==> src/vigna_defines.svh <==
// Vigna core build parameters
// Data width, register count, reset address and prefetch queue depth

`ifndef VIGNA_DEFINES_SVH
`define VIGNA_DEFINES_SVH

// Data and address width
`define VIGNA_XLEN 32

// Architectural registers, x0 included
`define VIGNA_NREGS 32

// First fetch address after reset
`define VIGNA_RESET_ADDR 32'h0000_0000

// Prefetch queue entries, power of two
`define VIGNA_FIFO_DEPTH 4

`endif

==> src/vigna_ctrl_pkg.sv <==
// Vigna control types
// States of the execute unit

package vigna_ctrl_pkg;

    typedef enum logic [2:0] {
        st_idle,     // Waiting for an instruction
        st_calc,     // ALU write back
        st_shift,    // One bit per cycle
        st_mem_req,  // Drive the data port
        st_mem_wait  // Wait for data ready
    } exec_state_e;

endpackage

==> src/vigna_isa_pkg.sv <==
// Vigna instruction-set types
// Major opcodes of the kept RV32I subset, ALU operations and decoded fields

`include "vigna_defines.svh"

package vigna_isa_pkg;

    typedef enum logic [6:0] {
        opc_op     = 7'b0110011, // Register-register ALU
        opc_op_imm = 7'b0010011, // Register-immediate ALU
        opc_load   = 7'b0000011,
        opc_store  = 7'b0100011,
        opc_lui    = 7'b0110111
    } opcode_e;

    typedef enum logic [3:0] {
        alu_add,
        alu_sub,
        alu_slt,
        alu_sltu,
        alu_xor,
        alu_or,
        alu_and,
        alu_sll,
        alu_srl,
        alu_sra,
        alu_pass_b // lui takes the immediate as is
    } alu_op_e;

    typedef struct packed {
        logic [4:0]             rd;
        logic [4:0]             rs1;
        logic [4:0]             rs2;
        logic [`VIGNA_XLEN-1:0] imm;
        alu_op_e                alu_op;
        logic                   reg_write;
        logic                   is_load;
        logic                   is_store;
        logic                   is_shift;
    } decoded_t;

endpackage
==> src/vigna_inst_if.sv <==
// Instruction handoff channel
// Carries a fetched word and its address with a valid/ready handshake

`timescale 1ns/1ps
`include "vigna_defines.svh"

interface vigna_inst_if;

    logic                   valid;
    logic                   ready;
    logic [`VIGNA_XLEN-1:0] inst;
    logic [`VIGNA_XLEN-1:0] pc;

    modport producer (output valid, output inst, output pc, input ready);
    modport consumer (input valid, input inst, input pc, output ready);

endinterface

==> src/vigna_core.sv <==
// Vigna core top level
// Small in-order RV32I subset core with a prefetch queue
// between the fetch unit and the execute unit

`timescale 1ns/1ps
`include "vigna_defines.svh"

module vigna_core (
    input  logic                   clk,
    input  logic                   resetn,

    // Instruction port
    output logic                   o_imem_valid,
    output logic [`VIGNA_XLEN-1:0] o_imem_addr,
    input  logic                   i_imem_ready,
    input  logic [`VIGNA_XLEN-1:0] i_imem_rdata,

    // Data port
    output logic                   o_dmem_valid,
    output logic [`VIGNA_XLEN-1:0] o_dmem_addr,
    output logic [`VIGNA_XLEN-1:0] o_dmem_wdata,
    output logic [3:0]             o_dmem_wstrb,
    input  logic                   i_dmem_ready,
    input  logic [`VIGNA_XLEN-1:0] i_dmem_rdata
);

    vigna_inst_if fetch_q (); // Fetch to queue
    vigna_inst_if q_exec ();  // Queue to execute

    vigna_fetch u_fetch (
        .clk          (clk),
        .resetn       (resetn),
        .o_imem_valid (o_imem_valid),
        .o_imem_addr  (o_imem_addr),
        .i_imem_ready (i_imem_ready),
        .i_imem_rdata (i_imem_rdata),
        .o_inst       (fetch_q.producer)
    );

    vigna_inst_fifo #(
        .DEPTH (`VIGNA_FIFO_DEPTH)
    ) u_fifo (
        .clk    (clk),
        .resetn (resetn),
        .i_inst (fetch_q.consumer),
        .o_inst (q_exec.producer)
    );

    vigna_exec u_exec (
        .clk          (clk),
        .resetn       (resetn),
        .i_inst       (q_exec.consumer),
        .o_dmem_valid (o_dmem_valid),
        .o_dmem_addr  (o_dmem_addr),
        .o_dmem_wdata (o_dmem_wdata),
        .o_dmem_wstrb (o_dmem_wstrb),
        .i_dmem_ready (i_dmem_ready),
        .i_dmem_rdata (i_dmem_rdata)
    );

endmodule

==> src/vigna_exec.sv <==
// Vigna execute unit
// Decodes one instruction at a time, holds the register file, runs the ALU,
// the bit-serial shifter and the word load/store sequence

`timescale 1ns/1ps
`include "vigna_defines.svh"

module vigna_exec (
    input  logic                   clk,
    input  logic                   resetn,
    vigna_inst_if.consumer         i_inst,

    output logic                   o_dmem_valid,
    output logic [`VIGNA_XLEN-1:0] o_dmem_addr,
    output logic [`VIGNA_XLEN-1:0] o_dmem_wdata,
    output logic [3:0]             o_dmem_wstrb,
    input  logic                   i_dmem_ready,
    input  logic [`VIGNA_XLEN-1:0] i_dmem_rdata
);

    import vigna_isa_pkg::*;
    import vigna_ctrl_pkg::*;

    function automatic alu_op_e alu_fn(input logic [2:0] f3, input logic alt);
        case (f3)
            3'b000:  return alt ? alu_sub : alu_add;
            3'b001:  return alu_sll;
            3'b010:  return alu_slt;
            3'b011:  return alu_sltu;
            3'b100:  return alu_xor;
            3'b101:  return alt ? alu_sra : alu_srl;
            3'b110:  return alu_or;
            default: return alu_and;
        endcase
    endfunction

    logic [`VIGNA_XLEN-1:0] regs [1:`VIGNA_NREGS-1]; // x0 is not stored
    opcode_e                opcode;
    logic [2:0]             funct3;
    logic [6:0]             funct7;
    decoded_t               dec;
    logic [`VIGNA_XLEN-1:0] rs1_val;
    logic [`VIGNA_XLEN-1:0] rs2_val;
    logic [`VIGNA_XLEN-1:0] op_b;
    logic                   accept;

    exec_state_e            state;
    logic [`VIGNA_XLEN-1:0] d1, d2, d3; // Working operands
    alu_op_e                alu_op;
    logic [4:0]             wb_reg;    // Zero means no write back
    logic [4:0]             shift_cnt;
    logic                   mem_we;
    logic [`VIGNA_XLEN-1:0] alu_result;
    logic [`VIGNA_XLEN-1:0] shift_next;

    ////////////////////
    // Decode
    assign opcode = opcode_e'(i_inst.inst[6:0]);
    assign funct3 = i_inst.inst[14:12];
    assign funct7 = i_inst.inst[31:25];

    always_comb begin
        dec        = '0;
        dec.rd     = i_inst.inst[11:7];
        dec.rs1    = i_inst.inst[19:15];
        dec.rs2    = i_inst.inst[24:20];
        dec.alu_op = alu_add;
        case (opcode)
            opc_op: begin
                dec.reg_write = (funct7 == 7'b0000000) || (funct7 == 7'b0100000);
                dec.alu_op    = alu_fn(funct3, funct7[5]);
                dec.is_shift  = (funct3 == 3'b001) || (funct3 == 3'b101);
            end
            opc_op_imm: begin
                dec.reg_write = 1'b1;
                dec.imm       = {{(`VIGNA_XLEN-12){i_inst.inst[31]}}, i_inst.inst[31:20]};
                dec.alu_op    = alu_fn(funct3, (funct3 == 3'b101) && funct7[5]);
                dec.is_shift  = (funct3 == 3'b001) || (funct3 == 3'b101);
            end
            opc_load: begin
                dec.reg_write = 1'b1;
                dec.is_load   = 1'b1;
                dec.imm       = {{(`VIGNA_XLEN-12){i_inst.inst[31]}}, i_inst.inst[31:20]};
            end
            opc_store: begin
                dec.is_store = 1'b1;
                dec.imm      = {{(`VIGNA_XLEN-12){i_inst.inst[31]}},
                                i_inst.inst[31:25], i_inst.inst[11:7]};
            end
            opc_lui: begin
                dec.reg_write = 1'b1;
                dec.imm       = {i_inst.inst[31:12], 12'b0};
                dec.alu_op    = alu_pass_b;
            end
            default: ; // Unsupported, retires without effect
        endcase
    end

    // Register read, x0 reads zero
    assign rs1_val = (dec.rs1 == '0) ? '0 : regs[dec.rs1];
    assign rs2_val = (dec.rs2 == '0) ? '0 : regs[dec.rs2];

    // Second operand: register, shift amount or immediate
    assign op_b = (opcode == opc_op) ? rs2_val :
                  dec.is_shift       ? {{(`VIGNA_XLEN-5){1'b0}}, i_inst.inst[24:20]} :
                                       dec.imm;

    assign i_inst.ready = (state == st_idle); // Only idle takes a new word
    assign accept       = i_inst.valid & i_inst.ready;

    ////////////////////
    // ALU and shifter
    always_comb begin
        case (alu_op)
            alu_sub:    alu_result = d1 - d2;
            alu_slt:    alu_result = {{(`VIGNA_XLEN-1){1'b0}}, $signed(d1) < $signed(d2)};
            alu_sltu:   alu_result = {{(`VIGNA_XLEN-1){1'b0}}, d1 < d2};
            alu_xor:    alu_result = d1 ^ d2;
            alu_or:     alu_result = d1 | d2;
            alu_and:    alu_result = d1 & d2;
            alu_pass_b: alu_result = d2;
            default:    alu_result = d1 + d2; // Also load/store address
        endcase
    end

    always_comb begin
        case (alu_op)
            alu_sll: shift_next = {d3[`VIGNA_XLEN-2:0], 1'b0};
            alu_sra: shift_next = {d3[`VIGNA_XLEN-1], d3[`VIGNA_XLEN-1:1]};
            default: shift_next = {1'b0, d3[`VIGNA_XLEN-1:1]};
        endcase
    end

    ////////////////////
    // Execute state machine
    always_ff @(posedge clk) begin
        if (!resetn) begin
            state        <= st_idle;
            wb_reg       <= '0;
            shift_cnt    <= '0;
            mem_we       <= 1'b0;
            o_dmem_valid <= 1'b0;
            o_dmem_wstrb <= 4'b0000;
            for (int i = 1; i < `VIGNA_NREGS; i++) begin
                regs[i] <= '0;
            end
        end else begin
            case (state)
                st_idle: begin
                    if (accept) begin
                        d1     <= rs1_val;
                        d2     <= op_b;
                        d3     <= dec.is_shift ? rs1_val : rs2_val; // Store data otherwise
                        alu_op <= dec.alu_op;
                        wb_reg <= dec.reg_write ? dec.rd : 5'd0;
                        mem_we <= dec.is_store;
                        if (dec.is_load || dec.is_store) begin
                            state <= st_mem_req;
                        end else if (dec.is_shift) begin
                            shift_cnt <= op_b[4:0];
                            state     <= st_shift;
                        end else begin
                            state <= st_calc;
                        end
                    end
                end
                st_calc: begin
                    if (wb_reg != '0) regs[wb_reg] <= alu_result;
                    state <= st_idle;
                end
                st_shift: begin
                    if (shift_cnt == '0) begin
                        if (wb_reg != '0) regs[wb_reg] <= d3;
                        state <= st_idle;
                    end else begin
                        d3        <= shift_next;
                        shift_cnt <= shift_cnt - 5'd1;
                    end
                end
                st_mem_req: begin
                    o_dmem_valid <= 1'b1;
                    o_dmem_addr  <= alu_result; // Base plus immediate
                    o_dmem_wdata <= d3;
                    o_dmem_wstrb <= mem_we ? 4'b1111 : 4'b0000;
                    state        <= st_mem_wait;
                end
                st_mem_wait: begin
                    if (i_dmem_ready) begin
                        o_dmem_valid <= 1'b0;
                        o_dmem_wstrb <= 4'b0000;
                        if (!mem_we && wb_reg != '0) regs[wb_reg] <= i_dmem_rdata;
                        state <= st_idle;
                    end
                end
                default: state <= st_idle;
            endcase
        end
    end

endmodule

==> src/vigna_fetch.sv <==
// Vigna fetch unit
// Keeps the program counter, requests words from the instruction port
// and offers each returned word to the prefetch queue

`timescale 1ns/1ps
`include "vigna_defines.svh"

module vigna_fetch (
    input  logic                   clk,
    input  logic                   resetn,

    output logic                   o_imem_valid,
    output logic [`VIGNA_XLEN-1:0] o_imem_addr,
    input  logic                   i_imem_ready,
    input  logic [`VIGNA_XLEN-1:0] i_imem_rdata,

    vigna_inst_if.producer         o_inst
);

    typedef enum logic [1:0] {
        fs_issue, // First request after reset
        fs_wait,  // Request out, waiting on memory
        fs_offer  // Word held for the queue
    } fetch_state_e;

    fetch_state_e           state;
    logic [`VIGNA_XLEN-1:0] pc;
    logic [`VIGNA_XLEN-1:0] inst_q; // Returned word

    assign o_imem_addr  = pc;
    assign o_inst.valid = (state == fs_offer);
    assign o_inst.inst  = inst_q;
    assign o_inst.pc    = pc;   // Still the address of the held word

    always_ff @(posedge clk) begin
        if (!resetn) begin
            state        <= fs_issue;
            pc           <= `VIGNA_RESET_ADDR;
            o_imem_valid <= 1'b0;
        end else begin
            case (state)
                fs_issue: begin
                    o_imem_valid <= 1'b1;
                    state        <= fs_wait;
                end
                fs_wait: begin
                    if (i_imem_ready) begin
                        inst_q       <= i_imem_rdata;
                        o_imem_valid <= 1'b0;
                        state        <= fs_offer;
                    end
                end
                fs_offer: begin
                    // Queue full keeps us here with the word
                    if (o_inst.ready) begin
                        pc           <= pc + `VIGNA_XLEN'd4;
                        o_imem_valid <= 1'b1;
                        state        <= fs_wait;
                    end
                end
                default: begin
                    o_imem_valid <= 1'b0;
                    state        <= fs_issue;
                end
            endcase
        end
    end

endmodule

==> src/vigna_inst_fifo.sv <==
// Vigna prefetch queue
// Circular buffer of instruction and address pairs between fetch and execute

`timescale 1ns/1ps
`include "vigna_defines.svh"

module vigna_inst_fifo #(
    parameter int DEPTH = `VIGNA_FIFO_DEPTH
) (
    input  logic           clk,
    input  logic           resetn,
    vigna_inst_if.consumer i_inst,
    vigna_inst_if.producer o_inst
);

    localparam int               PTR_W    = (DEPTH > 1) ? $clog2(DEPTH) : 1;
    localparam int               CNT_W    = $clog2(DEPTH + 1);
    localparam logic [PTR_W-1:0] PTR_LAST = PTR_W'(DEPTH - 1);

    logic [`VIGNA_XLEN-1:0] inst_mem [DEPTH];
    logic [`VIGNA_XLEN-1:0] pc_mem   [DEPTH];
    logic [PTR_W-1:0]       wr_ptr;
    logic [PTR_W-1:0]       rd_ptr;
    logic [CNT_W-1:0]       count;
    logic                   push;
    logic                   pop;

    assign i_inst.ready = (count != CNT_W'(DEPTH)); // Drops when full and stalls fetch
    assign o_inst.valid = (count != '0);
    assign o_inst.inst  = inst_mem[rd_ptr];
    assign o_inst.pc    = pc_mem[rd_ptr];

    assign push = i_inst.valid & i_inst.ready;
    assign pop  = o_inst.valid & o_inst.ready;

    // Storage
    always_ff @(posedge clk) begin
        if (push) begin
            inst_mem[wr_ptr] <= i_inst.inst;
            pc_mem[wr_ptr]   <= i_inst.pc;
        end
    end

    ////////////////////
    // Pointers and occupancy
    always_ff @(posedge clk) begin
        if (!resetn) begin
            wr_ptr <= '0;
            rd_ptr <= '0;
            count  <= '0;
        end else begin
            if (push) wr_ptr <= (wr_ptr == PTR_LAST) ? '0 : wr_ptr + 1'b1; // Wraps at DEPTH
            if (pop)  rd_ptr <= (rd_ptr == PTR_LAST) ? '0 : rd_ptr + 1'b1;
            case ({push, pop})
                2'b10:   count <= count + 1'b1;
                2'b01:   count <= count - 1'b1;
                default: count <= count; // Both or neither
            endcase
        end
    end

endmodule

==> config.mk <==
export PLATFORM = sky130hd
export DESIGN_NAME = vigna_core
export DESIGN_NICKNAME = d
export VERILOG_FILES = /design/src/vigna_ctrl_pkg.sv /design/src/vigna_isa_pkg.sv /design/src/vigna_inst_if.sv /design/src/vigna_core.sv /design/src/vigna_exec.sv /design/src/vigna_fetch.sv /design/src/vigna_inst_fifo.sv
export VERILOG_INCLUDE_DIRS = /design/src
export SDC_FILE = /design/constraint.sdc
export NUM_CORES = 2
export LEC_CHECK = 0
export ABC_CLOCK_PERIOD_IN_PS = 5200
export CELL_PAD_IN_SITES_DETAIL_PLACEMENT = 0
export CELL_PAD_IN_SITES_GLOBAL_PLACEMENT = 1
export CORE_ASPECT_RATIO = 0.9
export CORE_MARGIN = 1.5
export CORE_UTILIZATION = 42
export CTS_BUF_LIST = sky130_fd_sc_hd__clkbuf_8
export CTS_CLUSTER_DIAMETER = 80
export DETAILED_ROUTE_END_ITERATION = 16
export DONT_BUFFER_PORTS = 1
export PLACE_DENSITY = 0.63
export RECOVER_POWER = 100
export SYNTH_ARGS = -nofsm -noshare
export SYNTH_HDL_FRONTEND = slang
export SYNTH_SLANG_ARGS = --single-unit
==> constraint.sdc <==
create_clock -name clk -period 5.2 [get_ports clk]
set_input_delay 0.26 -clock clk [delete_from_list [all_inputs] [get_ports clk]]
set_output_delay 0.26 -clock clk [all_outputs]
set_load 0.05 [all_outputs]
==> out/metrics.cfg <==
[drt]
met2_length_um=118000
route.met3.wl_um=28200
drc=0
drt-met1-wl_um=112000
routed.top_layer=met5
vias=52900
drt_iter0_markers=6882
ant_nets=0
via_per_inst=6.30
wire_per_inst_um=32.1
first_pass_iters=6
drt-total-wl_um=270000

[synthesis]
netlist_instances=5805
yosysTopAreaCellShare=0.556
synth-edff-count=1348
ys_warn_count=0
ys_seq_area_frac=0.572
synth_ff_type=edfxtp_1
synth_common_cells=edfxtp_1 (1348), nor2_1 (1150), nand2_1 (533)
yosysUniqueCellTypes=92
synthTopCellsByArea=edfxtp_1 (56%), mux4_2 (15%), nor2_1 (5.9%)
yosysMostFrequentCell=edfxtp_1
async_flop_share=0
yosys.area.top_type=edfxtp_1
synth_seq_cells=1405
syn_area_sq_um=72800
syn_area_per_cell_sq_um=12.5

[grt]
grt_pass1_wl_um=382000
grt_pass1_vias=51700
grtUsageTotal=0.304
grt_overflow=0
antenna_found_initial=5
grt_max_degree=74

[setup_path]
worstSetupEndpointType=flop
path_max_fanout=24
crit_path_max_incr_delay_ps=1090
crit_type=reg -> reg
path_cells=mux4_2, nand2b_1, nor2_2, buf_4, a22oi_1, nand3_1, clkbuf_1, o211ai_1, o21ai_0
worst_path_max_delay_cell=nor2_2
required_ps=6030
start_kind=flop
worstPathArrival_ps=5780

[clocking]
post-cts-setup-buffers=0
clock_path_buffers=3
clk_latency_ps=1030
root_buffer=clkbuf_8
h-tree-depth=4
clk_pin_slew_ps=70
cts.hold.buffers_added=99
cts_resized=0
cts-buffers-inserted=231
clock-sinks=1405
cts_tree=built

[floorplan]
core_sq_um=172000
initial_utilization=0.424
die_area_sq_um=176000
chipHeight_um=398
dieWidth_um=442
ios=170
row_count=144

[placement]
gp_congestion=0.955
port_buffers=0
dp_hpwl_um=175000

[final_layout]
largestRegisters=u_exec.regs x1024, u_fifo.inst_mem x128
post_route_cells_drive_above_1_share=0.185
largest-register=u_exec.regs
largest_reg_flops=1024
finalNetCount=6134
syn_to_final_growth_pct=12.3

[timing]
slew_viol_final=584
relSlewSlack=-1.60
fmaxAchievable_mhz=202
rsz0062_at_grt=false
setup_tns_ps=0
worst_slew_pin_slew_ps=3900
hold_viol=0
clock_skew_ps=71.7
min_period_ps=4940
setup_viol=0
finalCritPeriodShare=0.951

[outcome]
outcome=complete, but fails checks
violations=capacitance limit, slew limit

[job]
cap_violations=23

[pwr]
power_leakage_nw=29.8
power.density_nw_per_um2=488
vdd.ir_drop.worst_mv=0.444
totalPowerFinal_mw=39.9

[hold_path]
hold_path_class=in -> reg

critical path: cells and delay by family, from the launching register on:
family / cells / cell delay (ps)
flip-flops: 1 / 940
AND/OR/NAND/NOR: 3 / 1590
AO/OA/AOI/OAI: 3 / 370
multiplexers: 1 / 1010
buffers and inverters: 2 / 790
layout make-up:
type	count	area (sq um)
Tap cell	2263	2830
Timing Repair Buffer	402	3370
Antenna cell	5	12.5
Fill cell	15300	89900
Sequential cell	1405	41600
Multi-Input combinational cell	3779	29100
Clock inverter	178	1060
Inverter	139	522
Clock buffer	236	3250
metal layers:
layer	vias to the layer above	GRT usage
met5	-	0
met4	2	0.124
met3	528	0.0658
met2	3120	0.452
met1	27200	0.433
li1	22100	-
layout by cell type, fill, tap and decap left out, types with 31 or more instances in the layout:
cell type,count
dfxtp_1,56
clkinv_1,47
dlygate4sd3_1,98
edfxtp_1,1348
clkbuf_2,46
a31oi_1,87
mux4_2,468
clkbuf_1,49
buf_4,176
a22oi_1,70
nand3_1,160
inv_1,214
ha_1,105
clkinv_2,31
buf_12,31
a221oi_1,42
conb_1,34
a211oi_1,43
o21ai_0,147
mux2i_1,132
nor2b_1,44
clkbuf_8,236
o211ai_1,42
nand2_1,503
nor2_1,1140
a21oi_1,110
nor3_1,95
worst paths after layout:
kind                                              start                      to  slack (ps)  cells after the start
worst max-delay path                               flop           u_exec.d3[17]         260                      9
worst min-delay path                   i_dmem_rdata[29]     u_exec.regs[20][29]         110                      4
worst max register to register                     flop           u_exec.d3[17]         260                      9
worst min register to register  u_fetch.o_inst.inst[23]  u_fifo.inst_mem[1][23]         500                      0
through the flow:
stage           util  area (sq um)  instances  hold WS, ps  setup slack [ps]
6_report       0.476         81800       8407          111               255
5_1_grt        0.476         81800       8406         72.7               166
4_1_cts        0.479         82200       8402         5.49               577
3_5_place_dp   0.448         76900       7889          359               653
3_3_place_gp   0.448         76900       7889          359               723
2_1_floorplan      -         72900       5838          359              1460
where the power goes:
group | internal, mW | switching [mW] | leakage (nW) | total [mW]
clock network | 4.57 | 4.83 | 2.50 | 9.40
logic | 5.10 | 11.3 | 13.3 | 16.4
registers | 13.4 | 0.604 | 14.0 | 14.0
logic make-up (layout without fill, tap and decap cells):
kind of cell               after synthesis  after routing  synth area share
xor gates and xnor gates                34             34           0.00409
other                                    1             39         0.0000515
buffers and inverters                  654            955            0.0360
AOI/OAI and AO/OA                      815            815            0.0777
and+or+nand+nor                       2165           2165             0.125
DFF                                   1405           1405             0.572
muxes                                  621            621             0.167
adders and majority gates              110            110            0.0192
(Power assumes the default switching activity.)
